==> src/rtl/alu_pkg.sv <==
// ALU shared definitions
// Data widths, RISC-V opcodes and function codes, operation classes
// and the controller state encoding
package alu_pkg;

    localparam int XLEN = 32;              // Data word width

    typedef logic [31:0] word_t;           // Operand, result, immediate
    typedef logic [63:0] dword_t;          // Full product, MAC accumulator
    typedef logic [6:0]  opcode_t;
    typedef logic [2:0]  funct3_t;
    typedef logic [6:0]  funct7_t;

    // Opcodes accepted by the unit
    localparam opcode_t OP_REG       = 7'b0110011;  // R-type, RV32I and RV32M
    localparam opcode_t OP_IMM       = 7'b0010011;  // I-type integer
    localparam opcode_t OP_CUST_MAT  = 7'b0001011;  // Custom-0, MAC (matrix dropped)
    localparam opcode_t OP_CUST_POOL = 7'b0001111;  // Max and average pooling

    localparam funct7_t F7_MULDIV = 7'b0000001;     // RV32M marker

    // Which unit produces the result
    typedef enum logic [2:0] {
        CLS_INT,
        CLS_MUL,
        CLS_DIV,
        CLS_MAC,
        CLS_POOL,
        CLS_ILLEGAL
    } op_class_e;

    typedef enum logic [1:0] {
        S_IDLE,    // Waiting for a request
        S_EXEC,    // Operands latched, units evaluate
        S_DIV,     // Serial divide running
        S_HOLD     // Response valid until taken
    } ctrl_state_e;

endpackage

==> src/rtl/alu_op_if.sv <==
// Latched operation bus
// Controller drives the operands and function bits of the current
// operation, every execution unit reads them
`timescale 1ns/10ps

interface alu_op_if import alu_pkg::*; #(
    parameter int XLEN = alu_pkg::XLEN
);

    logic [XLEN-1:0] operand_a;   // rs1
    logic [XLEN-1:0] operand_b;   // rs2 or immediate
    funct3_t         funct3;
    logic            alt;         // funct7 bit 5, SUB and SRA select

    modport ctrl (
        output operand_a,
        output operand_b,
        output funct3,
        output alt
    );

    modport unit (
        input operand_a,
        input operand_b,
        input funct3,
        input alt
    );

endinterface

==> src/rtl/int_alu.sv <==
// RV32I integer unit
// Combinational add, sub, shifts, compares and logic ops selected by
// funct3, with carry and two's complement overflow for add and sub
`timescale 1ns/10ps

module int_alu import alu_pkg::*; #(
    parameter int XLEN = alu_pkg::XLEN
) (
    alu_op_if.unit          op,
    output logic [XLEN-1:0] int_result,
    output logic            int_carry,
    output logic            int_overflow
);

    localparam int SW = $clog2(XLEN);   // Shift amount width

    logic [XLEN:0]   sum_ext;            // Carry in the top bit
    logic [XLEN:0]   dif_ext;            // Borrow in the top bit
    logic [SW-1:0]   shamt;
    logic            sa, sb;

    assign sa      = op.operand_a[XLEN-1];
    assign sb      = op.operand_b[XLEN-1];
    assign shamt   = op.operand_b[SW-1:0];
    assign sum_ext = {1'b0, op.operand_a} + {1'b0, op.operand_b};
    assign dif_ext = {1'b0, op.operand_a} - {1'b0, op.operand_b};

    assign int_carry    = op.alt ? dif_ext[XLEN] : sum_ext[XLEN];
    assign int_overflow = op.alt ? ((sa != sb) && (dif_ext[XLEN-1] != sa))   // Sub
                                 : ((sa == sb) && (sum_ext[XLEN-1] != sa));  // Add

    always_comb begin
        case (op.funct3)
            3'b000:  int_result = op.alt ? dif_ext[XLEN-1:0] : sum_ext[XLEN-1:0];
            3'b001:  int_result = op.operand_a << shamt;                     // SLL
            3'b010:  int_result = XLEN'($signed(op.operand_a) < $signed(op.operand_b));
            3'b011:  int_result = XLEN'(op.operand_a < op.operand_b);        // SLTU
            3'b100:  int_result = op.operand_a ^ op.operand_b;
            3'b101: begin
                if (op.alt)
                    int_result = $signed(op.operand_a) >>> shamt;            // SRA
                else
                    int_result = op.operand_a >> shamt;
            end
            3'b110:  int_result = op.operand_a | op.operand_b;
            default: int_result = op.operand_a & op.operand_b;               // AND
        endcase
    end

endmodule

==> src/flat_wrapper.sv <==
// flat-port wrapper written by rule: the top's interface ports become plain ports
module int_alu_flat import alu_pkg::*;
#(
    parameter int XLEN = alu_pkg::XLEN
)
  (int_result, int_carry, int_overflow, op_operand_a, op_operand_b, op_funct3, op_alt);
  alu_op_if #(.XLEN(XLEN)) op_i ();
  output logic [XLEN-1:0] int_result;
  output logic int_carry;
  output logic int_overflow;
  input wire logic [$bits(op_i.operand_a)-1:0] op_operand_a;
  input wire logic [$bits(op_i.operand_b)-1:0] op_operand_b;
  input wire logic [$bits(op_i.funct3)-1:0] op_funct3;
  input wire logic [$bits(op_i.alt)-1:0] op_alt;
  assign op_i.operand_a = op_operand_a;
  assign op_i.operand_b = op_operand_b;
  assign op_i.funct3 = op_funct3;
  assign op_i.alt = op_alt;
  int_alu #(.XLEN(XLEN)) u_core (.op(op_i), .int_result(int_result), .int_carry(int_carry), .int_overflow(int_overflow));
endmodule
==> config.mk <==
export PLATFORM = sky130hd
export DESIGN_NAME = int_alu_flat
export DESIGN_NICKNAME = d
export VERILOG_FILES = /design/src/rtl/alu_pkg.sv /design/src/rtl/alu_op_if.sv /design/src/rtl/int_alu.sv /design/src/flat_wrapper.sv
export SDC_FILE = /design/constraint.sdc
export NUM_CORES = 1
export LEC_CHECK = 0
export ABC_AREA = 1
export ABC_CLOCK_PERIOD_IN_PS = 3800
export BUFFER_PORTS_ARGS = -buffer_cell sky130_fd_sc_hd__buf_2
export CAP_MARGIN = 0
export CORE_ASPECT_RATIO = 0.6
export CORE_MARGIN = 5
export CORE_UTILIZATION = 34
export DETAILED_ROUTE_END_ITERATION = 10
export PLACE_DENSITY = 0.54
export SYNTH_ARGS = -nofsm -noshare
export SYNTH_HDL_FRONTEND = slang
export SYNTH_SLANG_ARGS = --single-unit
==> constraint.sdc <==
create_clock -name vclk -period 3.8
set_input_delay 0.57 -clock vclk [all_inputs]
set_output_delay 0.57 -clock vclk [all_outputs]
set_load 0.005 [all_outputs]
==> impl_metrics.py, run 1 <==
metrics = {
    "floorplan": {
        "die_h_um": 144,
        "initial_utilization": 0.343,
        "fp.dieW_um": 234,
        "ios": 102,
        "fp-row-count": 49,
        "core_area_um2": 29700,
        "die-area_um2": 33700,
    },
    "logic_synthesis": {
        "syn_avg_cell_area_um2": 4.79,
        "syn-cell-area_um2": 10200,
        "synth_area_leaders": "nand2_1, nand3_1, ha_1",
        "syn_inst": 2130,
        "synth_top_area_frac": 0.275,
        "synth_top_area_cell": "nand2_1",
        "ys_warn_count": 0,
        "synth_nets": 2300,
        "yosysUniqueCellTypes": 47,
        "ys_seq_area_frac": 0,
    },
    "setup_path": {
        "cp_max_fo": 4,
        "slowest_stage": "fa_1",
        "arrival_ns": 3.12,
        "start_kind": "input port",
        "cp-startpoint": "op_operand_a[0]",
        "path_depth": 19,
        "required_ns": 3.23,
        "cpPeakStageDelay_ns": 0.39,
        "critPathKind": "input port to output pin",
        "crit_buf_inv": 5,
        "cp_top_family": "simple AND/OR/NAND/NOR gates",
        "crit_chain": "clkbuf_4, inv_2, ha_1, fa_1, inv_2, nand3_1, nand2_2, nand3_1, nand2_2, nand2_1, nand2_4, nand2_2, nand3_1, nand2_1, nor2_4, nor2_1, buf_4, nor2_1, buf_2",
        "setup.worst_path.end_class": "output pin",
    },
    "power": {
        "fin_total_pwr_mw": 1.77,
        "pwr_density_cell_nw_per_um2": 157,
        "p_leak_nw": 6.43,
        "vdd_drop_max_uv": 57.4,
    },
    "routing": {
        "drc_errors": 0,
        "dr_wl_met2_mm": 20.2,
        "avgRoutedWirePerCell_um": 20.7,
        "viasPerCell": 5.59,
        "final_antenna_net_count": 0,
        "m1WireLength_mm": 25.8,
        "wl_met3_mm": 6.85,
        "top_layer": "met5",
        "num_vias": 14519,
        "firstDrtPassIters": 6,
        "drt_iter0_drc": 2452,
        "routed_wirelength_mm": 53.7,
    },
    "status": {
        "outcome": "complete, no violations",
    },
    "global_route": {
        "grt_pass1_vias": 12476,
        "grt_start_max_net_pins": 70,
        "grt-ovfl-total": 0,
        "antenna_found_initial": 1,
        "grtUsageTotal": 0.304,
        "grt_pass1_wl_mm": 78.2,
    },
    "place": {
        "portBuffers": 102,
        "gp_congestion": 1.05,
        "pre_cts_ws_ns": -0.296,
        "dp_hpwl_mm": 44.8,
    },
    "timing": {
        "fmax_mhz": 271,
        "relSlewSlack": 0.456,
        "hold_violations": 0,
        "slew_violations": 0,
        "period_minus_slack_ns": 3.69,
        "setup_slack_ns": 0.114,
        "setup_viol": 0,
        "period_share": 0.970,
        "worst_pin_slew_ns": 0.806,
    },
    "cells_and_area": {
        "drive_above_1_share": 0.0964,
        "multi_input_area_um2": 8570,
        "fillerInstances": 3504,
        "syn_to_final_growth_pct": 10.9,
        "seq_cells": 0,
        "regArea_um2": 0,
        "clock_buffers": 0,
        "fin_nets": 2360,
    },
    "hold_path": {
        "worstHoldPathCells": 5,
        "hold_path.startpoint": "op_operand_b[31]",
        "holdCritPathClass": "input port to output pin",
        "min_to": "int_result[31]",
    },
    "cts": {
        "postCtsHoldBufs": 0,
    },
    "run": {
        "max_cap_violations": 0,
    },
}
cells in the mapped netlist (all sizes together):
library cell  number
o211ai            26
nand4             16
o221ai             3
o21bai            10
o21a              12
ha               100
xor2               2
buf               88
o211a              1
a21oi            135
inv              296
nand3b             2
a21boi             1
o2111ai            1
nand3            284
a31o               1
and2               6
nor2             202
a31oi              3
clkbuf            23
nor3              20
a211oi            13
clkinv             2
or2                4
o21ai            110
o22ai              3
o311ai             1
a2111oi            1
nor4               5
a21o               2
a221oi             1
nand2            750
xnor2              2
mux2i              2
fa                 2
cells in the final DEF (no fill, tap or decap), types with 2 or more instances in the layout:
master and count:
buf_2 101, o21ai_1 32, o22ai_1 3, a21o_1 2
or2_2 4, nand3b_1 2, nand2_2 7, a21oi_2 4
o21ai_0 77, fa_1 2, o21a_1 12, buf_12 7
nor3_1 16, buf_4 60, a211oi_1 12, a31oi_1 3
nand4_1 16, o211ai_1 26, nor3_2 3, nor4_1 5
nand3_1 283, o221ai_1 3, nand2_1 742, nor2_1 200
mux2i_1 2, and2_1 6, xnor2_1 2, inv_1 282
ha_1 99, xor2_1 2, a21oi_1 131, inv_2 15
o21bai_1 10
worst min-delay path, delay by kind of cell:
| kind | cells | cell delay [ns] |
|---|---|---|
| buffers and inverters | 2 | 0.20 |
| adder cells (fa/ha/maj) | 1 | 0.17 |
| AND/OR/NAND/NOR | 2 | 0.14 |
per-layer routing:
metal,up-vias,track usage
met5,-,0
met4,2,0.0380
met3,44,0.0489
met2,959,0.421
met1,6585,0.492
li1,6929,-
stage by stage:
stage	hold WS (ns)	setup TNS (ns)	area [µm²]	util	cells
3_5_place_dp	1.64	-0.296	11200	0.378	2595
2_1_floorplan	1.38	0	10200	-	2130
3_3_place_gp	1.65	-0.340	11200	0.378	2595
6_report	1.64	0	11300	0.380	2597
4_1_cts	1.64	0	11300	0.379	2595
5_1_grt	1.69	-0.00348	11300	0.380	2596
what timing repair did:
action,4_1_cts,5_1_grt
gates resized for setup,6,10
buffers inserted,0,1
pin swaps,0,2
setup endpoints to repair,1,1
gates cloned,0,0
worst max-delay path by stage:
| stage | slack, ns | endpoint |
|---|---|---|
| global route | -0.003 | int_result[0] |
| finish | 0.11 | int_result[0] |
| global placement | -0.34 | int_result[0] |
| floorplan | 0.57 | int_result[25] |
| detailed placement | -0.30 | int_result[0] |
| CTS | 0.04 | int_result[0] |
layout make-up:
type,count,area share
antenna,1,0.000221
multi-input combinational,1721,0.758
tap,408,0.0452
timing repair buffer,169,0.0976
inverter,298,0.0990
where the power goes:
group	internal (mW)	switching, mW
Combinational	0.539	1.23
Clock	0.0000000652	0
Sequential	0	0
logic make-up after synthesis:
family	count (synthesis)	synth area share
compound gates	324	0.180
xor+xnor	4	0.00344
fa+ha+maj	102	0.127
buf+inv	409	0.164
mux	2	0.00196
simple gates	1289	0.524
Note: power is estimated with default switching activity, not from simulation.
==> run 2: changes to the inputs <==
--- a/config.mk
+++ b/config.mk
@@ -6,7 +6,7 @@
 export NUM_CORES = 1
 export LEC_CHECK = 0
 export ABC_AREA = 1
-export ABC_CLOCK_PERIOD_IN_PS = 3800
+export ABC_CLOCK_PERIOD_IN_PS = 4510
 export BUFFER_PORTS_ARGS = -buffer_cell sky130_fd_sc_hd__buf_2
 export CAP_MARGIN = 0
 export CORE_ASPECT_RATIO = 0.6
==> constraint.sdc (replaced) <==
create_clock -name vclk -period 4.51
set_input_delay 0.6765 -clock vclk [all_inputs]
set_output_delay 0.6765 -clock vclk [all_outputs]
set_load 0.005 [all_outputs]
==> run 2 against run 1 <==
Compared with the run above: critical endpoint is now int_result[11]; non-clock buffer count fell by 41; wire length rose by 3.9%; cell count fell by 1.6%; clock-buffer cell count did not move; setup slack improved by 0.21 ns; sequential share of layout area did not move.
==> impl_metrics.py, run 2 (synthesis results as in run 1) <==
metrics = {
    "status": {
        "outcome": "complete, no violations",
    },
    "setup_path": {
        "arrival_ns": 3.51,
        "start_kind": "input port",
        "cp_common_cell": "nand2_1",
        "cpPeakStageDelay_ns": 0.53,
        "cp_max_fo": 42,
        "crit_buf_inv": 3,
        "crit_chain": "buf_2, buf_4, nand2_1, o21ai_0, o21ai_1, o21ai_1, nand2_1, nand3_1, nand3_1, nand2_1, nor2_1, nor2_1, buf_2",
        "required_ns": 3.83,
        "critPathKind": "input port to output pin",
        "slowest_stage": "buf_4",
        "cp-startpoint": "op_operand_b[0]",
        "path_depth": 13,
        "cp_top_family": "simple AND/OR/NAND/NOR gates",
        "setup.worst_path.end_class": "output pin",
    },
    "timing": {
        "grt_setup_unrepaired": "no",
        "period_minus_slack_ns": 4.19,
        "period_share": 0.929,
        "slew_violations": 0,
        "setup_viol": 0,
        "worst_pin_slew_ns": 0.831,
        "hold_violations": 0,
        "fin_setup_tns_ns": 0,
        "relSlewSlack": 0.446,
        "fmax_mhz": 239,
    },
    "power": {
        "seqPwrFrac": 0,
        "switching_share": 0.717,
        "p_int_mw": 0.417,
        "pwr_density_cell_nw_per_um2": 135,
        "p_switching_mw": 1.06,
        "p_leak_nw": 6.22,
        "pwr-share-clk": 0,
        "vdd_drop_max_uv": 45.5,
        "combinationalPowerShare": 1.000,
    },
    "routing": {
        "viasPerCell": 5.70,
        "drt_iter0_drc": 2586,
        "num_vias": 14568,
        "final_antenna_net_count": 0,
        "firstDrtPassIters": 6,
        "routed_wirelength_mm": 55.8,
        "avgRoutedWirePerCell_um": 21.8,
        "drc_errors": 0,
    },
    "global_route": {
        "antenna_found_initial": 1,
        "grtUsageTotal": 0.312,
        "grt_pass1_wl_mm": 79.9,
        "grt_pass1_vias": 12203,
        "grt-ovfl-total": 0,
        "grt_start_max_net_pins": 74,
    },
    "floorplan": {
        "fp-row-count": 49,
        "core_area_um2": 29700,
        "fp.dieW_um": 234,
        "ios": 102,
        "initial_utilization": 0.343,
        "die-area_um2": 33700,
        "die_h_um": 144,
    },
    "cells_and_area": {
        "syn_to_final_growth_pct": 6.90,
        "clock_buffers": 0,
        "drive_above_1_share": 0.0731,
        "regArea_um2": 0,
        "layout_common_cells": "nand2_1, inv_1, nand3_1",
        "fin_cells": 2556,
        "layout_commonest_cell": "nand2_1",
        "seq_cells": 0,
        "fin_nets": 2319,
    },
    "place": {
        "portBuffers": 102,
        "gp_congestion": 1.11,
        "dp_hpwl_mm": 46.1,
        "place_inst": 2555,
    },
    "cts": {
        "postCtsHoldBufs": 0,
        "post_cts_resized": 0,
        "cts_setup_buffers": 0,
    },
    "run": {
        "max_cap_violations": 0,
    },
    "hold_path": {
        "hold_path.startpoint": "op_operand_b[7]",
        "holdCritPathClass": "input port to output pin",
        "worstHoldPathCells": 5,
    },
}
[run 2: cell types whose count changed in the layout (fill, tap and decap cells not counted), sizes merged]
| cell | before | now |
|---|---|---|
| buf | 168 | 128 |
| clkbuf | 1 | 0 |
[run 2: area by class of cell]
type	instances	area [µm²]
Tap cell	408	510
Fill cell	3575	18800
Antenna cell	1	2.50
Timing Repair Buffer	128	743
Multi-Input combinational cell	1721	8520
Inverter	298	1120
[run 2: path summary, 6_finish.rpt]
check	to
max	int_result[11]
min	int_result[7]
[run 2: per-layer routing]
layer  track usage  share of wire  vias up  wire length, µm
li1              -              -     6843                -
met5        0.0170         0.0014        -               80
met3        0.0746           0.14       65             7870
met4        0.0358          0.017        2              951
met2         0.431           0.37     1079            20900
met1         0.494           0.47     6579            26000
[run 2: power by group through the flow]
| stage | Combinational [mW] | Sequential [mW] | Clock (mW) |
|---|---|---|---|
| after CTS | 1.41 | 0 | 0 |
| after detailed placement | 1.40 | 0 | 0 |
| after global placement | 1.41 | 0 | 0 |
| after floorplan | 0.899 | 0 | 0 |
| after global routing | 1.59 | 0 | 0 |
| final | 1.47 | 0 | 0.0000000297 |
[run 2: through the flow]
stage | util | setup WS, ns | total power, mW | instance area [µm²] | hold WS, ns
final | 0.366 | 0.320 | 1.47 | 10900 | 1.90
after global routing | 0.366 | 0.258 | 1.59 | 10900 | 1.94
after CTS | 0.366 | 0.505 | 1.41 | 10900 | 1.90
after detailed placement | 0.366 | 0.515 | 1.40 | 10900 | 1.89
after global placement | 0.366 | 0.447 | 1.41 | 10900 | 1.91
after floorplan | - | 1.06 | 0.899 | 10200 | 1.59
==> run 3: changes to the inputs <==
--- a/config.mk
+++ b/config.mk
@@ -14,6 +14,7 @@
 export CORE_UTILIZATION = 34
 export DETAILED_ROUTE_END_ITERATION = 10
 export PLACE_DENSITY = 0.54
+export REMOVE_ABC_BUFFERS = 1
 export SYNTH_ARGS = -nofsm -noshare
 export SYNTH_HDL_FRONTEND = slang
 export SYNTH_SLANG_ARGS = --single-unit
==> run 3 against run 2 <==
Compared with the run above: clock-buffer cell count unchanged; global-route usage increased by 0.61 points; wire length increased by 1.8%; cell count increased by 0.70%; highest routed layer unchanged; sequential cell count unchanged; critical path type unchanged; final area increased by 1.4%; setup slack improved by 0.043 ns; largest power group unchanged; total power increased by 1.7%; largest cell class unchanged; hold slack got worse by 0.032 ns.
==> impl_metrics.py, run 3 (synthesis results as in run 1) <==
metrics = {
    "status": {
        "outcome": "complete, no violations",
    },
    "power": {
        "p_switching_mw": 1.06,
        "vdd_drop_max_uv": 63.2,
        "switching_share": 0.711,
        "seqPwrFrac": 0,
        "p_leak_nw": 6.31,
        "p_int_mw": 0.433,
        "combinationalPowerShare": 1.000,
        "pwr-share-clk": 0,
        "pwr_density_cell_nw_per_um2": 136,
    },
    "cells_and_area": {
        "fin_nets": 2337,
        "multi_input_area_um2": 8520,
        "drive_above_1_share": 0.0808,
        "clock_buffers": 0,
        "fillerInstances": 3508,
        "seq_cells": 0,
        "layout_commonest_cell": "nand2_1",
        "layout_common_cells": "nand2_1, inv_1, nand3_1",
        "syn_to_final_growth_pct": 8.35,
        "regArea_um2": 0,
    },
    "routing": {
        "viasPerCell": 5.61,
        "routed_wirelength_mm": 56.8,
        "avgRoutedWirePerCell_um": 22.1,
        "firstDrtPassIters": 7,
        "drt_iter0_drc": 2381,
        "drc_errors": 0,
        "final_antenna_net_count": 0,
        "num_vias": 14432,
    },
    "setup_path": {
        "slowest_stage": "o21ai_1",
        "cp_max_fo": 26,
        "critPathKind": "input port to output pin",
        "cp_common_cell": "nand2_1",
        "crit_chain": "buf_2, inv_2, nand2_1, nand3_1, nand3_1, nand2_1, nand2_1, o21ai_1, o21ai_1, nand2_1, nand2_1, a21oi_1, buf_2",
        "arrival_ns": 3.47,
        "required_ns": 3.83,
        "cpPeakStageDelay_ns": 0.56,
        "start_kind": "input port",
        "setup.worst_path.end_class": "output pin",
    },
    "floorplan": {
        "die_h_um": 144,
        "fp-row-count": 49,
        "initial_utilization": 0.343,
        "die-area_um2": 33700,
        "core_area_um2": 29700,
        "fp.dieW_um": 234,
        "ios": 102,
    },
    "timing": {
        "period_share": 0.920,
        "slew_violations": 0,
        "hold_ws_ns": 1.87,
        "setup_viol": 0,
        "hold_violations": 0,
        "fin_setup_tns_ns": 0,
        "period_minus_slack_ns": 4.15,
        "worst_pin_slew_ns": 0.869,
        "fmax_mhz": 241,
        "grt_setup_unrepaired": "no",
        "relSlewSlack": 0.421,
    },
    "global_route": {
        "antenna_found_initial": 1,
        "grt_start_max_net_pins": 74,
        "grtUsageTotal": 0.319,
        "grt_pass1_wl_mm": 81.3,
        "grt_pass1_vias": 12415,
        "grt-ovfl-total": 0,
    },
    "run": {
        "max_cap_violations": 0,
    },
    "cts": {
        "post_cts_resized": 0,
        "cts_setup_buffers": 0,
        "postCtsHoldBufs": 0,
    },
    "place": {
        "portBuffers": 102,
        "dp_hpwl_mm": 46.9,
        "gp_congestion": 1.07,
    },
    "hold_path": {
        "holdCritPathClass": "input port to output pin",
    },
}
## run 3: cell types whose count changed in the layout (fill, tap and decap cells not counted)
cell	change
buf_4	+17
buf_12	+1
## run 3: layer usage
layer / track usage / up-vias / part of all wire
li1: - / 6885 / -
met1: 0.501 / 6502 / 0.47
met2: 0.427 / 995 / 0.37
met3: 0.0950 / 48 / 0.15
met4: 0.0398 / 2 / 0.016
met5: 0 / - / 0.00023
## run 3: through the flow
stage | std cells | area, µm² | setup WS, ns | util | power, mW
2_1_floorplan | 2019 | 9640 | 0.358 | - | 0.834
3_3_place_gp | 2573 | 11000 | 0.641 | 0.371 | 1.43
3_5_place_dp | 2573 | 11000 | 0.640 | 0.371 | 1.43
4_1_cts | 2573 | 11000 | 0.630 | 0.371 | 1.44
5_1_grt | 2573 | 11000 | 0.283 | 0.371 | 1.61
6_report | 2574 | 11000 | 0.362 | 0.371 | 1.50
## run 3: power groups by stage
stage          clock network (mW)  logic (mW)  registers [mW]
2_1_floorplan                   0       0.834               0
3_3_place_gp                    0        1.43               0
3_5_place_dp                    0        1.43               0
4_1_cts                         0        1.44               0
5_1_grt                         0        1.61               0
6_report             0.0000000297        1.50               0
## run 3: final cells by class
cell class | instances | area share
Multi-Input combinational cell | 1721 | 0.772
Inverter | 298 | 0.101
Timing Repair Buffer | 146 | 0.0807
Tap cell | 408 | 0.0462
Antenna cell | 1 | 0.000227
## run 3: final timing paths
| kind | startpoint | end | depth (start not counted) |
|---|---|---|---|
| worst max-delay path | op_operand_b[0] | int_result[5] | 13 |
| worst min-delay path | op_operand_b[18] | int_result[18] | 5 |
## run 3: worst max-delay path: cells and delay by family
kind,cells,cell delay (ns)
buffers and inverters,3,0.87
and+or+nand+nor,7,1.15
AOI/OAI and AO/OA,3,0.77
