===== src/rtl/alu_pkg.sv =====
// ALU shared definitions
// Data widths, RISC-V opcodes and function codes, operation classes
// and the controller state encoding
package alu_pkg;

    localparam int XLEN = 32;              // Data word width

    typedef logic [31:0] word_t;           // Operand, result, immediate
    typedef logic [63:0] dword_t;          // Full product, MAC accumulator
    typedef logic [6:0]  opcode_t;
    typedef logic [2:0]  funct3_t;
    typedef logic [6:0]  funct7_t;

    // Opcodes accepted by the unit
    localparam opcode_t OP_REG       = 7'b0110011;  // R-type, RV32I and RV32M
    localparam opcode_t OP_IMM       = 7'b0010011;  // I-type integer
    localparam opcode_t OP_CUST_MAT  = 7'b0001011;  // Custom-0, MAC (matrix dropped)
    localparam opcode_t OP_CUST_POOL = 7'b0001111;  // Max and average pooling

    localparam funct7_t F7_MULDIV = 7'b0000001;     // RV32M marker

    // Which unit produces the result
    typedef enum logic [2:0] {
        CLS_INT,
        CLS_MUL,
        CLS_DIV,
        CLS_MAC,
        CLS_POOL,
        CLS_ILLEGAL
    } op_class_e;

    typedef enum logic [1:0] {
        S_IDLE,    // Waiting for a request
        S_EXEC,    // Operands latched, units evaluate
        S_DIV,     // Serial divide running
        S_HOLD     // Response valid until taken
    } ctrl_state_e;

endpackage


===== src/rtl/alu_op_if.sv =====
// Latched operation bus
// Controller drives the operands and function bits of the current
// operation, every execution unit reads them
`timescale 1ns/10ps

interface alu_op_if import alu_pkg::*; #(
    parameter int XLEN = alu_pkg::XLEN
);

    logic [XLEN-1:0] operand_a;   // rs1
    logic [XLEN-1:0] operand_b;   // rs2 or immediate
    funct3_t         funct3;
    logic            alt;         // funct7 bit 5, SUB and SRA select

    modport ctrl (
        output operand_a,
        output operand_b,
        output funct3,
        output alt
    );

    modport unit (
        input operand_a,
        input operand_b,
        input funct3,
        input alt
    );

endinterface


===== src/rtl/alu_ctrl_fsm.sv =====
// ALU controller
// Accepts one request at a time, decodes it into an operation class,
// steers the execution units and holds the response with its flags
// until the consumer takes it
`timescale 1ns/10ps

module alu_ctrl_fsm import alu_pkg::*; #(
    parameter int XLEN = alu_pkg::XLEN
) (
    input  logic            clk,
    input  logic            rst_n,
    input  logic            op_valid,
    output logic            op_ready,
    input  opcode_t         opcode,
    input  funct3_t         funct3,
    input  funct7_t         funct7,
    input  word_t           rs1_data,
    input  word_t           rs2_data,
    input  word_t           immediate,
    input  logic            use_immediate,
    output logic            res_valid,
    input  logic            res_ready,
    output word_t           result,
    output logic            zero_flag,
    output logic            sign_flag,
    output logic            carry_flag,
    output logic            overflow_flag,
    output logic            error_flag,
    output logic            div_start,
    output logic            mac_en,
    output logic            pool_en,
    input  logic [XLEN-1:0] int_result,
    input  logic            int_carry,
    input  logic            int_overflow,
    input  logic [XLEN-1:0] mul_result,
    input  logic [XLEN-1:0] div_result,
    input  logic            div_done,
    input  logic [XLEN-1:0] media_result,
    alu_op_if.ctrl          op
);

    ctrl_state_e state;
    op_class_e   cls_d, cls_q;
    logic        addsub_q;      // Only add and sub report carry and overflow
    logic        accept;
    logic        div_zero;
    logic        load_res;
    word_t       nxt_result;
    logic        nxt_error;

    assign op_ready  = (state == S_IDLE);
    assign res_valid = (state == S_HOLD);
    assign accept    = op_valid && op_ready;
    assign div_zero  = (op.operand_b == '0);

    // Unit strobes, all confined to the execute cycle
    assign div_start = (state == S_EXEC) && (cls_q == CLS_DIV) && !div_zero;
    assign mac_en    = (state == S_EXEC) && (cls_q == CLS_MAC);
    assign pool_en   = (state == S_EXEC) && (cls_q == CLS_POOL);
    assign load_res  = ((state == S_EXEC) && !div_start) || ((state == S_DIV) && div_done);

    // Opcode decode
    always_comb begin
        case (opcode)
            OP_REG: begin
                if (funct7 == F7_MULDIV)
                    cls_d = funct3[2] ? CLS_DIV : CLS_MUL;   // 1xx divide, 0xx multiply
                else
                    cls_d = CLS_INT;
            end
            OP_IMM:       cls_d = CLS_INT;
            OP_CUST_MAT:  cls_d = (funct3 == 3'b001) ? CLS_MAC : CLS_ILLEGAL;  // 000 was matmul
            OP_CUST_POOL: cls_d = (funct3[2:1] == 2'b00) ? CLS_POOL : CLS_ILLEGAL;
            default:      cls_d = CLS_ILLEGAL;
        endcase
    end

    // Result select
    always_comb begin
        nxt_error = 1'b0;
        if (state == S_DIV) begin
            nxt_result = div_result;
        end else begin
            case (cls_q)
                CLS_INT:  nxt_result = int_result;
                CLS_MUL:  nxt_result = mul_result;
                CLS_DIV: begin                       // Only reached with a zero divisor
                    nxt_result = op.funct3[1] ? op.operand_a : '1;
                    nxt_error  = 1'b1;
                end
                CLS_MAC,
                CLS_POOL: nxt_result = media_result;
                default: begin
                    nxt_result = '0;
                    nxt_error  = 1'b1;
                end
            endcase
        end
    end

    always_ff @(posedge clk or negedge rst_n) begin
        if (!rst_n) begin
            state    <= S_IDLE;
            cls_q    <= CLS_ILLEGAL;
            addsub_q <= 1'b0;
        end else begin
            case (state)
                S_IDLE: begin
                    if (accept) begin
                        state    <= S_EXEC;
                        cls_q    <= cls_d;
                        addsub_q <= (cls_d == CLS_INT) && (funct3 == 3'b000);
                    end
                end
                S_EXEC:  state <= div_start ? S_DIV : S_HOLD;
                S_DIV:   if (div_done) state <= S_HOLD;
                default: if (res_ready) state <= S_IDLE;   // S_HOLD
            endcase
        end
    end

    // Operand latch, stable for the whole operation
    always_ff @(posedge clk) begin
        if (accept) begin
            op.operand_a <= rs1_data;
            op.operand_b <= use_immediate ? immediate : rs2_data;
            op.funct3    <= funct3;
            op.alt       <= funct7[5] && !(opcode == OP_IMM && funct3 == 3'b000);  // No SUBI
        end
    end

    // Response register, frozen while held
    always_ff @(posedge clk or negedge rst_n) begin
        if (!rst_n) begin
            result        <= '0;
            zero_flag     <= 1'b1;       // Matches the cleared result
            sign_flag     <= 1'b0;
            carry_flag    <= 1'b0;
            overflow_flag <= 1'b0;
            error_flag    <= 1'b0;
        end else if (load_res) begin
            result        <= nxt_result;
            zero_flag     <= (nxt_result == '0);
            sign_flag     <= nxt_result[XLEN-1];
            carry_flag    <= addsub_q && (state == S_EXEC) && int_carry;
            overflow_flag <= addsub_q && (state == S_EXEC) && int_overflow;
            error_flag    <= nxt_error;
        end
    end

endmodule


===== src/flat_wrapper.sv =====
// flat-port wrapper written by rule: the top's interface ports become plain ports
module alu_ctrl_fsm_flat import alu_pkg::*;
#(
    parameter int XLEN = alu_pkg::XLEN
)
  (clk, rst_n, op_valid, op_ready, opcode, funct3, funct7, rs1_data, rs2_data, immediate, use_immediate, res_valid, res_ready, result, zero_flag, sign_flag, carry_flag, overflow_flag, error_flag, div_start, mac_en, pool_en, int_result, int_carry, int_overflow, mul_result, div_result, div_done, media_result, op_operand_a, op_operand_b, op_funct3, op_alt);
  alu_op_if #(.XLEN(XLEN)) op_i ();
  input  logic clk;
  input  logic rst_n;
  input  logic op_valid;
  output logic op_ready;
  input  opcode_t opcode;
  input  funct3_t funct3;
  input  funct7_t funct7;
  input  word_t rs1_data;
  input  word_t rs2_data;
  input  word_t immediate;
  input  logic use_immediate;
  output logic res_valid;
  input  logic res_ready;
  output word_t result;
  output logic zero_flag;
  output logic sign_flag;
  output logic carry_flag;
  output logic overflow_flag;
  output logic error_flag;
  output logic div_start;
  output logic mac_en;
  output logic pool_en;
  input  logic [XLEN-1:0] int_result;
  input  logic int_carry;
  input  logic int_overflow;
  input  logic [XLEN-1:0] mul_result;
  input  logic [XLEN-1:0] div_result;
  input  logic div_done;
  input  logic [XLEN-1:0] media_result;
  output wire logic [$bits(op_i.operand_a)-1:0] op_operand_a;
  output wire logic [$bits(op_i.operand_b)-1:0] op_operand_b;
  output wire logic [$bits(op_i.funct3)-1:0] op_funct3;
  output wire logic [$bits(op_i.alt)-1:0] op_alt;
  assign op_operand_a = op_i.operand_a;
  assign op_operand_b = op_i.operand_b;
  assign op_funct3 = op_i.funct3;
  assign op_alt = op_i.alt;
  alu_ctrl_fsm #(.XLEN(XLEN)) u_core (.clk(clk), .rst_n(rst_n), .op_valid(op_valid), .op_ready(op_ready), .opcode(opcode), .funct3(funct3), .funct7(funct7), .rs1_data(rs1_data), .rs2_data(rs2_data), .immediate(immediate), .use_immediate(use_immediate), .res_valid(res_valid), .res_ready(res_ready), .result(result), .zero_flag(zero_flag), .sign_flag(sign_flag), .carry_flag(carry_flag), .overflow_flag(overflow_flag), .error_flag(error_flag), .div_start(div_start), .mac_en(mac_en), .pool_en(pool_en), .int_result(int_result), .int_carry(int_carry), .int_overflow(int_overflow), .mul_result(mul_result), .div_result(div_result), .div_done(div_done), .media_result(media_result), .op(op_i));
endmodule

===== config.mk =====
export PLATFORM = sky130hd
export DESIGN_NAME = alu_ctrl_fsm_flat
export DESIGN_NICKNAME = d
export VERILOG_FILES = /design/src/rtl/alu_pkg.sv /design/src/rtl/alu_op_if.sv /design/src/rtl/alu_ctrl_fsm.sv /design/src/flat_wrapper.sv
export SDC_FILE = /design/constraint.sdc
export NUM_CORES = 1
export LEC_CHECK = 0
export ABC_AREA = 1
export BUFFER_PORTS_ARGS = -buffer_cell sky130_fd_sc_hd__buf_2
export CAP_MARGIN = 20
export CORE_AREA = 4 4 138 140
export DETAILED_ROUTE_END_ITERATION = 6
export DIE_AREA = 0 0 142 144
export GPL_ROUTABILITY_DRIVEN = 0
export PLACE_DENSITY = 0.72
export SLEW_MARGIN = 20
export SYNTH_ARGS = -nofsm -noshare
export SYNTH_HDL_FRONTEND = slang
export SYNTH_SLANG_ARGS = --single-unit

===== constraint.sdc =====
create_clock -name clk -period 3.7 [get_ports clk]
set_input_delay 1.11 -clock clk [delete_from_list [all_inputs] [get_ports clk]]
set_output_delay 1.11 -clock clk [all_outputs]
set_load 0.1 [all_outputs]

==> metrics, run 1 <==
status=complete, no violations; leading cell type in the layout, fill and taps excluded=buf_2; DIE WIDTH=142 um; Pwr Density=803 nW/um2; hold_buf cts=0; multi-input combinational cell area=2520 um2; final WL=23.1 mm; Final setup viols=0; DRT Pass-1 Iters=6; Row Count=49; Post-layout nets=1,343; GRT Total Usage=21.3%; per-cell routed wire length=17.3 um; Die ar.=20,400 um2; clock transition at the registers of the reported paths=0.07 ns; maximum vdd drop=0.670 mV; Final Instance Area=8440 um2; Final period util=80.0%; Final Util=47.3%; Crit. End Element=output port; endpoints failing hold=0; RSZ-0062 raised after global routing=false; Startpoint Class=register; dominant cells by area after synthesis=edfxtp_1, dfrtp_1, nand2_1, nor2_1, nand3_1; Placement Setup Slack=1.11 ns; CORE AREA=17,800 um2; Placed Area=8110 um2; max_slew headroom=40.4%; M1 GR Usage=26.8%; Setup TNS Final=0 ns; latest clock arrival within the worst-skew pair=0.35 ns; FF/Latch Area=3100 um2; post-CTS setup buffer count=0; Syn Area/Cell=8.17 um2; Clock Path Buffers=2; H-tree level count=3; area grow syn2layout=38.5%; CTS tree=yes; Vias per Instance=4.79; worst setup margin=0.738 ns; hold slack=0.471 ns; YS warnings=0; initial antenna violation count=6; vias in the first global route=6,019; Initial Util=34.1%; dpl hpwl=18.8 mm; Yosys top cell by area=edfxtp_1; Synth Register Bits=110; total CTS buffers=9; met3 Resource Use GR=5.03%; Max Slew Vio Count=0; grt peak-use layer=met2; slowest CP cell=dfstp_2; CTS root buf=clkbuf_16; post-route ant nets=0; Placed Cells=1,307; CP required=2.59 ns; Non-Filler Instances=1,330; commonest non-fill, non-tap cells in the layout=buf_2, nand2_1, nor2_1, nand3_1, inv_1; worst-path cell chain=inv_2, nor3_2, buf_2; register area share after synthesis=50.8%; arrival time worst endpoint=1.85 ns; min Tclk post-route=2.96 ns; I/O Buffers=358; met2 usage in global routing=35.9%; # fillers=1,790; Setup Skew=0.0106 ns; share of cells above drive strength 1=39.4%; Detailed Route Iter0 Violations=506; Leakage=4.36 nW; worst-margin pin slew=0.891 ns; Synth cell types=33; first-pass GRT wire length=33.0 mm; pin count of the biggest net entering global routing=62; Die H=144 um; max cap viols=0; Mapped Cells=746; Synth Net Count=999; Worst Setup Path Type=reg -> out; CP Max Fanout=27; Tot Pwr=6.77 mW; Synth top area share=33.5%; PostCTS Resize Cnt=0; Mapped Area=6090 um2; GRT overflow=0; clock sink count=110; Hold WC Path Type=reg -> reg; IO Pins=359; fmax=338 MHz; Max stage delay on crit path=0.60 ns; total number of vias=6,373; drt drc=0
-- logic make-up after synthesis --
| kind of cell | count (synthesis) | synth area share [%] |
|---|---|---|
| adders and majority gates | 4 | 0.822 |
| AOI/OAI and AO/OA | 65 | 5.83 |
| muxes | 35 | 6.41 |
| and+or+nand+nor | 411 | 28.1 |
| buffers and inverters | 121 | 8.01 |
| DFF | 110 | 50.8 |
-- state kept, by name, summed over array words and instances, names as in the netlist --
register              cells
u_core.addsub_q           1
u_core.carry_flag         1
u_core.cls_q              3
u_core.error_flag         1
u_core.op.alt             1
u_core.op.funct3          3
u_core.op.operand_a      32
u_core.op.operand_b      32
u_core.overflow_flag      1
u_core.result            31
u_core.sign_flag          1
u_core.state              2
u_core.zero_flag          1
-- worst max-delay path: cells and delay by family (launching register included) --
kind	cells	cell delay, ns
buffers and inverters	2	0.68
flip-flops	1	0.60
AND/OR/NAND/NOR	1	0.22
-- Yosys cell counts, drive strengths merged --
cell type and n:
dfstp 3, nand4 16, nor4 1, nand2 186, mux2 32, nor2 121, o21ai 43, nor3 4
o22ai 1, ha 4, clkinv 1, buf 21, clkbuf 13, edfxtp 68, dfrtp 39, o211a 1
a21boi 5, o21a 1, nand3b 1, o31ai 1, nand3 82, a31oi 5, mux2i 3, inv 86
a21oi 8
-- per-layer routing --
layer | share of wire [%] | routed length [um]
met5 | 0.039 | 9
met3 | 8.3 | 1920
met1 | 40 | 9230
met4 | 1.6 | 369
met2 | 50 | 11500
-- final timing paths --
check                                                     end                          from  depth (start not counted)  slack [ns]
worst min-delay path             u_core.zero_flag$_DFFE_PN1P_  u_core.zero_flag$_DFFE_PN1P_                          2        0.47
worst max-delay path                                  pool_en   u_core.cls_q[2]$_DFFE_PN1P_                          3        0.74
worst max register to register   u_core.zero_flag$_DFFE_PN1P_   u_core.cls_q[2]$_DFFE_PN1P_                         15        1.22
max in group asynchronous         u_core.cls_q[2]$_DFFE_PN1P_                         rst_n                          2        2.47
min in group asynchronous       u_core.result[19]$_DFFE_PN0P_                         rst_n                          1        0.67
worst min register to register   u_core.zero_flag$_DFFE_PN1P_  u_core.zero_flag$_DFFE_PN1P_                          2        0.47
-- report_power, final --
part | internal (mW) | switching [mW] | leakage, nW
registers | 1.65 | 0.161 | 1.15
logic | 0.738 | 3.27 | 3.07
clock network | 0.476 | 0.485 | 0.142
total | 2.86 | 3.91 | 4.36
-- area by class of cell --
| class | instances | area share, % |
|---|---|---|
| Multi-Input combinational cell | 515 | 29.9 |
| Antenna cell | 6 | 0.178 |
| Timing Repair Buffer | 367 | 22.5 |
| Sequential cell | 110 | 36.7 |
| Clock inverter | 6 | 0.741 |
| Tap cell | 229 | 3.40 |
| Clock buffer | 10 | 2.71 |
| Inverter | 87 | 3.87 |
(Power assumes the default switching activity.)
==> run 2, diff against run 1 <==
Settings changed: ABC_AREA 1 to 0, CORE_AREA 4 4 138 140 to 4 4 135 137, DIE_AREA 0 0 142 144 to 0 0 139 141, PLACE_DENSITY 0.72 to 0.73.
Clock period 3.7 ns to 3.03 ns, I/O delays scaled along.
==> run 2 against run 1 <==
Against the previous run:
- area after synthesis fell by 3.7%
- register-to-register slack got worse by 0.80 ns
- synthesized cell count fell by 27%
- critical endpoint is now div_start
- largest power group unchanged
==> metrics, run 2 <==
drt drc=0 (unchanged); slowest CP cell=nor4_1; Mapped Area=5860 um2 (-3.7%); Max stage delay on crit path=0.41 ns (-0.19 ns); pin count of the biggest net entering global routing=69 (+11%); fmax=353 MHz; Hold WC Path Type=reg -> reg; RR Endpoint=u_core.zero_flag$_DFFE_PN1P_; H-tree level count=3 (unchanged); hold_sp=u_core.zero_flag$_DFFE_PN1P_; DRT Pass-1 Iters=5 (-1); Max Slew Vio Count=0 (unchanged); Die H=141 um (-2.1%); post-CTS setup buffer count=0 (unchanged); Startpoint Class=register; PostCTS Resize Cnt=0 (unchanged); Non-Filler Instances=1,116 (-16%); Hold Path End=u_core.zero_flag$_DFFE_PN1P_; Post-synth EDFFs=68 (unchanged); GRT Total Usage=24.0% (+2.7 points); switch share=57.7% (-0.068 points); Row Count=48 (-2.0%); hold depth=2 (unchanged); Post-layout nets=1,136 (-15%); Leakage=3.68 nW (-16%); leading cell type in the layout, fill and taps excluded=buf_2; highest metal used=met5; Synth top area share=34.8% (+1.3 points); Final Util=48.3% (+1.0 points); total number of vias=5,967 (-6.4%); area grow syn2layout=40.5%; Die ar.=19,600 um2 (-4.2%); largest registers=u_core.op.operand_a x32, u_core.op.operand_b x32, u_core.result x31; Critical R2R Launch=u_core.cls_q[1]$_DFFE_PN0P_; share of cells above drive strength 1=50.9% (+12 points); M1 wire length=9.75 mm (+5.6%); RSZ-0062 raised after global routing=false; Setup Skew=0.0131 ns (+0.00251 ns); sequential cell fraction of total power=24.9% (-1.8 points); latest clock arrival within the worst-skew pair=0.35 ns (about the same); Synth Net Count=794 (-21%); Placement Setup Slack=0.169 ns (-0.945 ns); FF/Latch Area=3100 um2 (about the same); Final period util=93.4%; register area share after synthesis=52.8% (+2.0 points); commonest non-fill, non-tap cells in the layout=buf_2, nand2_1, edfxtp_1, o21ai_0, dfrtp_1; ys flop type=edfxtp_1; hold_buf cts=0 (unchanged); status=complete, no violations; clock sink count=110 (unchanged); first-pass GRT wire length=35.9 mm (+8.8%); I/O Buffers=358 (unchanged); max_slew headroom=51.3% (+11 points); endpoints failing hold=0 (unchanged); CTS tree=yes; Clk pwr share=13.4% (-0.8 points); Clock Path Buffers=2 (unchanged); CORE AREA=17,100 um2 (-4.4%); multi-input combinational cell area=2550 um2 (+0.99%); arrival time worst endpoint=1.92 ns (+0.07 ns); Initial Util=34.4% (+0.24 points); final WL=24.6 mm (+6.7%); reg2reg setup slack=0.42 ns (-0.80 ns); WL met2=12.0 mm (+4.6%); Vias per Instance=5.35 (+12%); per-cell routed wire length=22.0 um (+27%); count leader, synth=nand2_1; dominant cells by area after synthesis=edfxtp_1, dfrtp_1, mux2_2, nand2_1, o21ai_0; # fillers=1,663 (-7.1%); post-route ant nets=0 (unchanged); Syn Area/Cell=10.8 um2 (+33%); Yosys top cell by area=edfxtp_1; clock transition at the registers of the reported paths=0.08 ns (about the same); Mapped Cells=541 (-27%); Detailed Route Iter0 Violations=427 (-16%); worst-path cell chain=nor4_1, nand4_1, o21ai_0, inv_1, buf_12; GRT overflow=0 (unchanged); Reg2Reg Depth=7 (-8); maximum vdd drop=0.885 mV (+32%); YS warnings=0 (unchanged); met3 WL=2.29 mm (+19%); Comb pwr share=61.7% (+2.6 points); Setup TNS Final=0 ns (unchanged); CP Max Fanout=2 (-93%); CTS root buf=clkbuf_16; Synth Register Bits=110 (unchanged); Sw Pwr=5.37 mW (+37%); Synth cell types=55 (+67%); DIE WIDTH=139 um (-2.1%); total CTS buffers=9 (unchanged); Crit. End Element=output port; vias in the first global route=6,035 (+0.27%); IO Pins=359 (unchanged); initial antenna violation count=5 (-1); CP required=2.12 ns (-0.47 ns); dpl hpwl=20.1 mm (+7.0%); asr flop ratio synth=38.2% (unchanged); Worst Setup Path Type=reg -> out; worst setup margin=0.200 ns (-0.538 ns); Placed Cells=1,097 (-16%); Pwr Density=1130 nW/um2 (+41%); worst-margin pin slew=0.731 ns (-0.161 ns); Power Internal=3.94 mW (+38%); Final setup viols=0 (unchanged); max cap viols=0 (unchanged); min Tclk post-route=2.83 ns; Synth top cells by count=nand2_1, edfxtp_1, o21ai_0
## run 2: changes by cell type after synthesis, moves of 15 or more
cell / previous run / this run
nand3b_1: 1 / 21
nand3_1: 82 / 3
inv_1: 81 / 8
nor4_1: 1 / 22
nand2_1: 182 / 69
clkbuf_1: 12 / 27
or2_2: 0 / 16
nor2_1: 121 / 18
## run 2: how the worst max path moves through the flow
stage | start | to | slack, ns
2_1_floorplan | u_core.cls_q[0]$_DFFE_PN1P_ | mac_en | -0.18
4_1_cts | u_core.op.operand_b[5]$_DFFE_PP_ | div_start | 0.16
6_report | u_core.op.operand_b[5]$_DFFE_PP_ | div_start | 0.20
3_3_place_gp | int_result[7] | u_core.zero_flag$_DFFE_PN1P_ | 0.20
5_1_grt | u_core.state[1]$_DFFE_PN0P_ | div_start | 0.02
3_5_place_dp | int_result[7] | u_core.zero_flag$_DFFE_PN1P_ | 0.17
## run 2: power groups by stage
| stage | Combinational (mW) | Sequential [mW] | Clock, mW |
|---|---|---|---|
| floorplan | 1.90 | 4.87 | 0 |
| global placement | 5.70 | 2.33 | 0 |
| detailed placement | 5.73 | 2.35 | 0 |
| CTS | 5.74 | 2.32 | 1.28 |
| global route | 6.04 | 2.37 | 1.33 |
| finish | 5.74 | 2.32 | 1.24 |
## run 2: kinds of logic (layout without fill, tap and decap cells)
logic type,Yosys count,in the layout,synth area share (%)
adders and majority gates,4,4,0.853
muxes,43,43,8.06
buffers and inverters,52,399,3.93
other,0,3,0
DFF,110,110,52.8
and+or+nand+nor,183,183,16.6
AOI/OAI and AO/OA,149,149,17.7
## run 2: layout make-up
class	count	area share, %
Sequential cell	110	37.6
Multi-Input combinational cell	379	30.9
Timing Repair Buffer	374	23.8
Tap cell	225	3.42
Clock buffer	9	2.73
Clock inverter	7	0.972
Inverter	9	0.455
Antenna cell	3	0.0911
## run 2: stage by stage
stage / instance area [um2] / total power [mW] / hold slack, ns
global route: 8240 / 9.75 / 0.496
floorplan: 5870 / 6.77 / 0.473
finish: 8240 / 9.30 / 0.474
CTS: 8230 / 9.34 / 0.472
global placement: 7930 / 8.03 / 0.455
detailed placement: 7930 / 8.08 / 0.460
## run 2: per-layer routing
| metal | vias to the layer above | track usage [%] |
|---|---|---|
| met5 | - | 0 |
| met3 | 33 | 8.14 |
| met2 | 316 | 39.8 |
| met4 | 4 | 6.85 |
| li1 | 2774 | - |
| met1 | 2840 | 30.1 |
## run 2: worst max-delay path, delay by kind of cell, from the launching register on
family / cells / cell delay, ns
flops: 1 / 0.38
buf+inv: 2 / 0.29
compound gates: 1 / 0.27
simple gates: 2 / 0.63
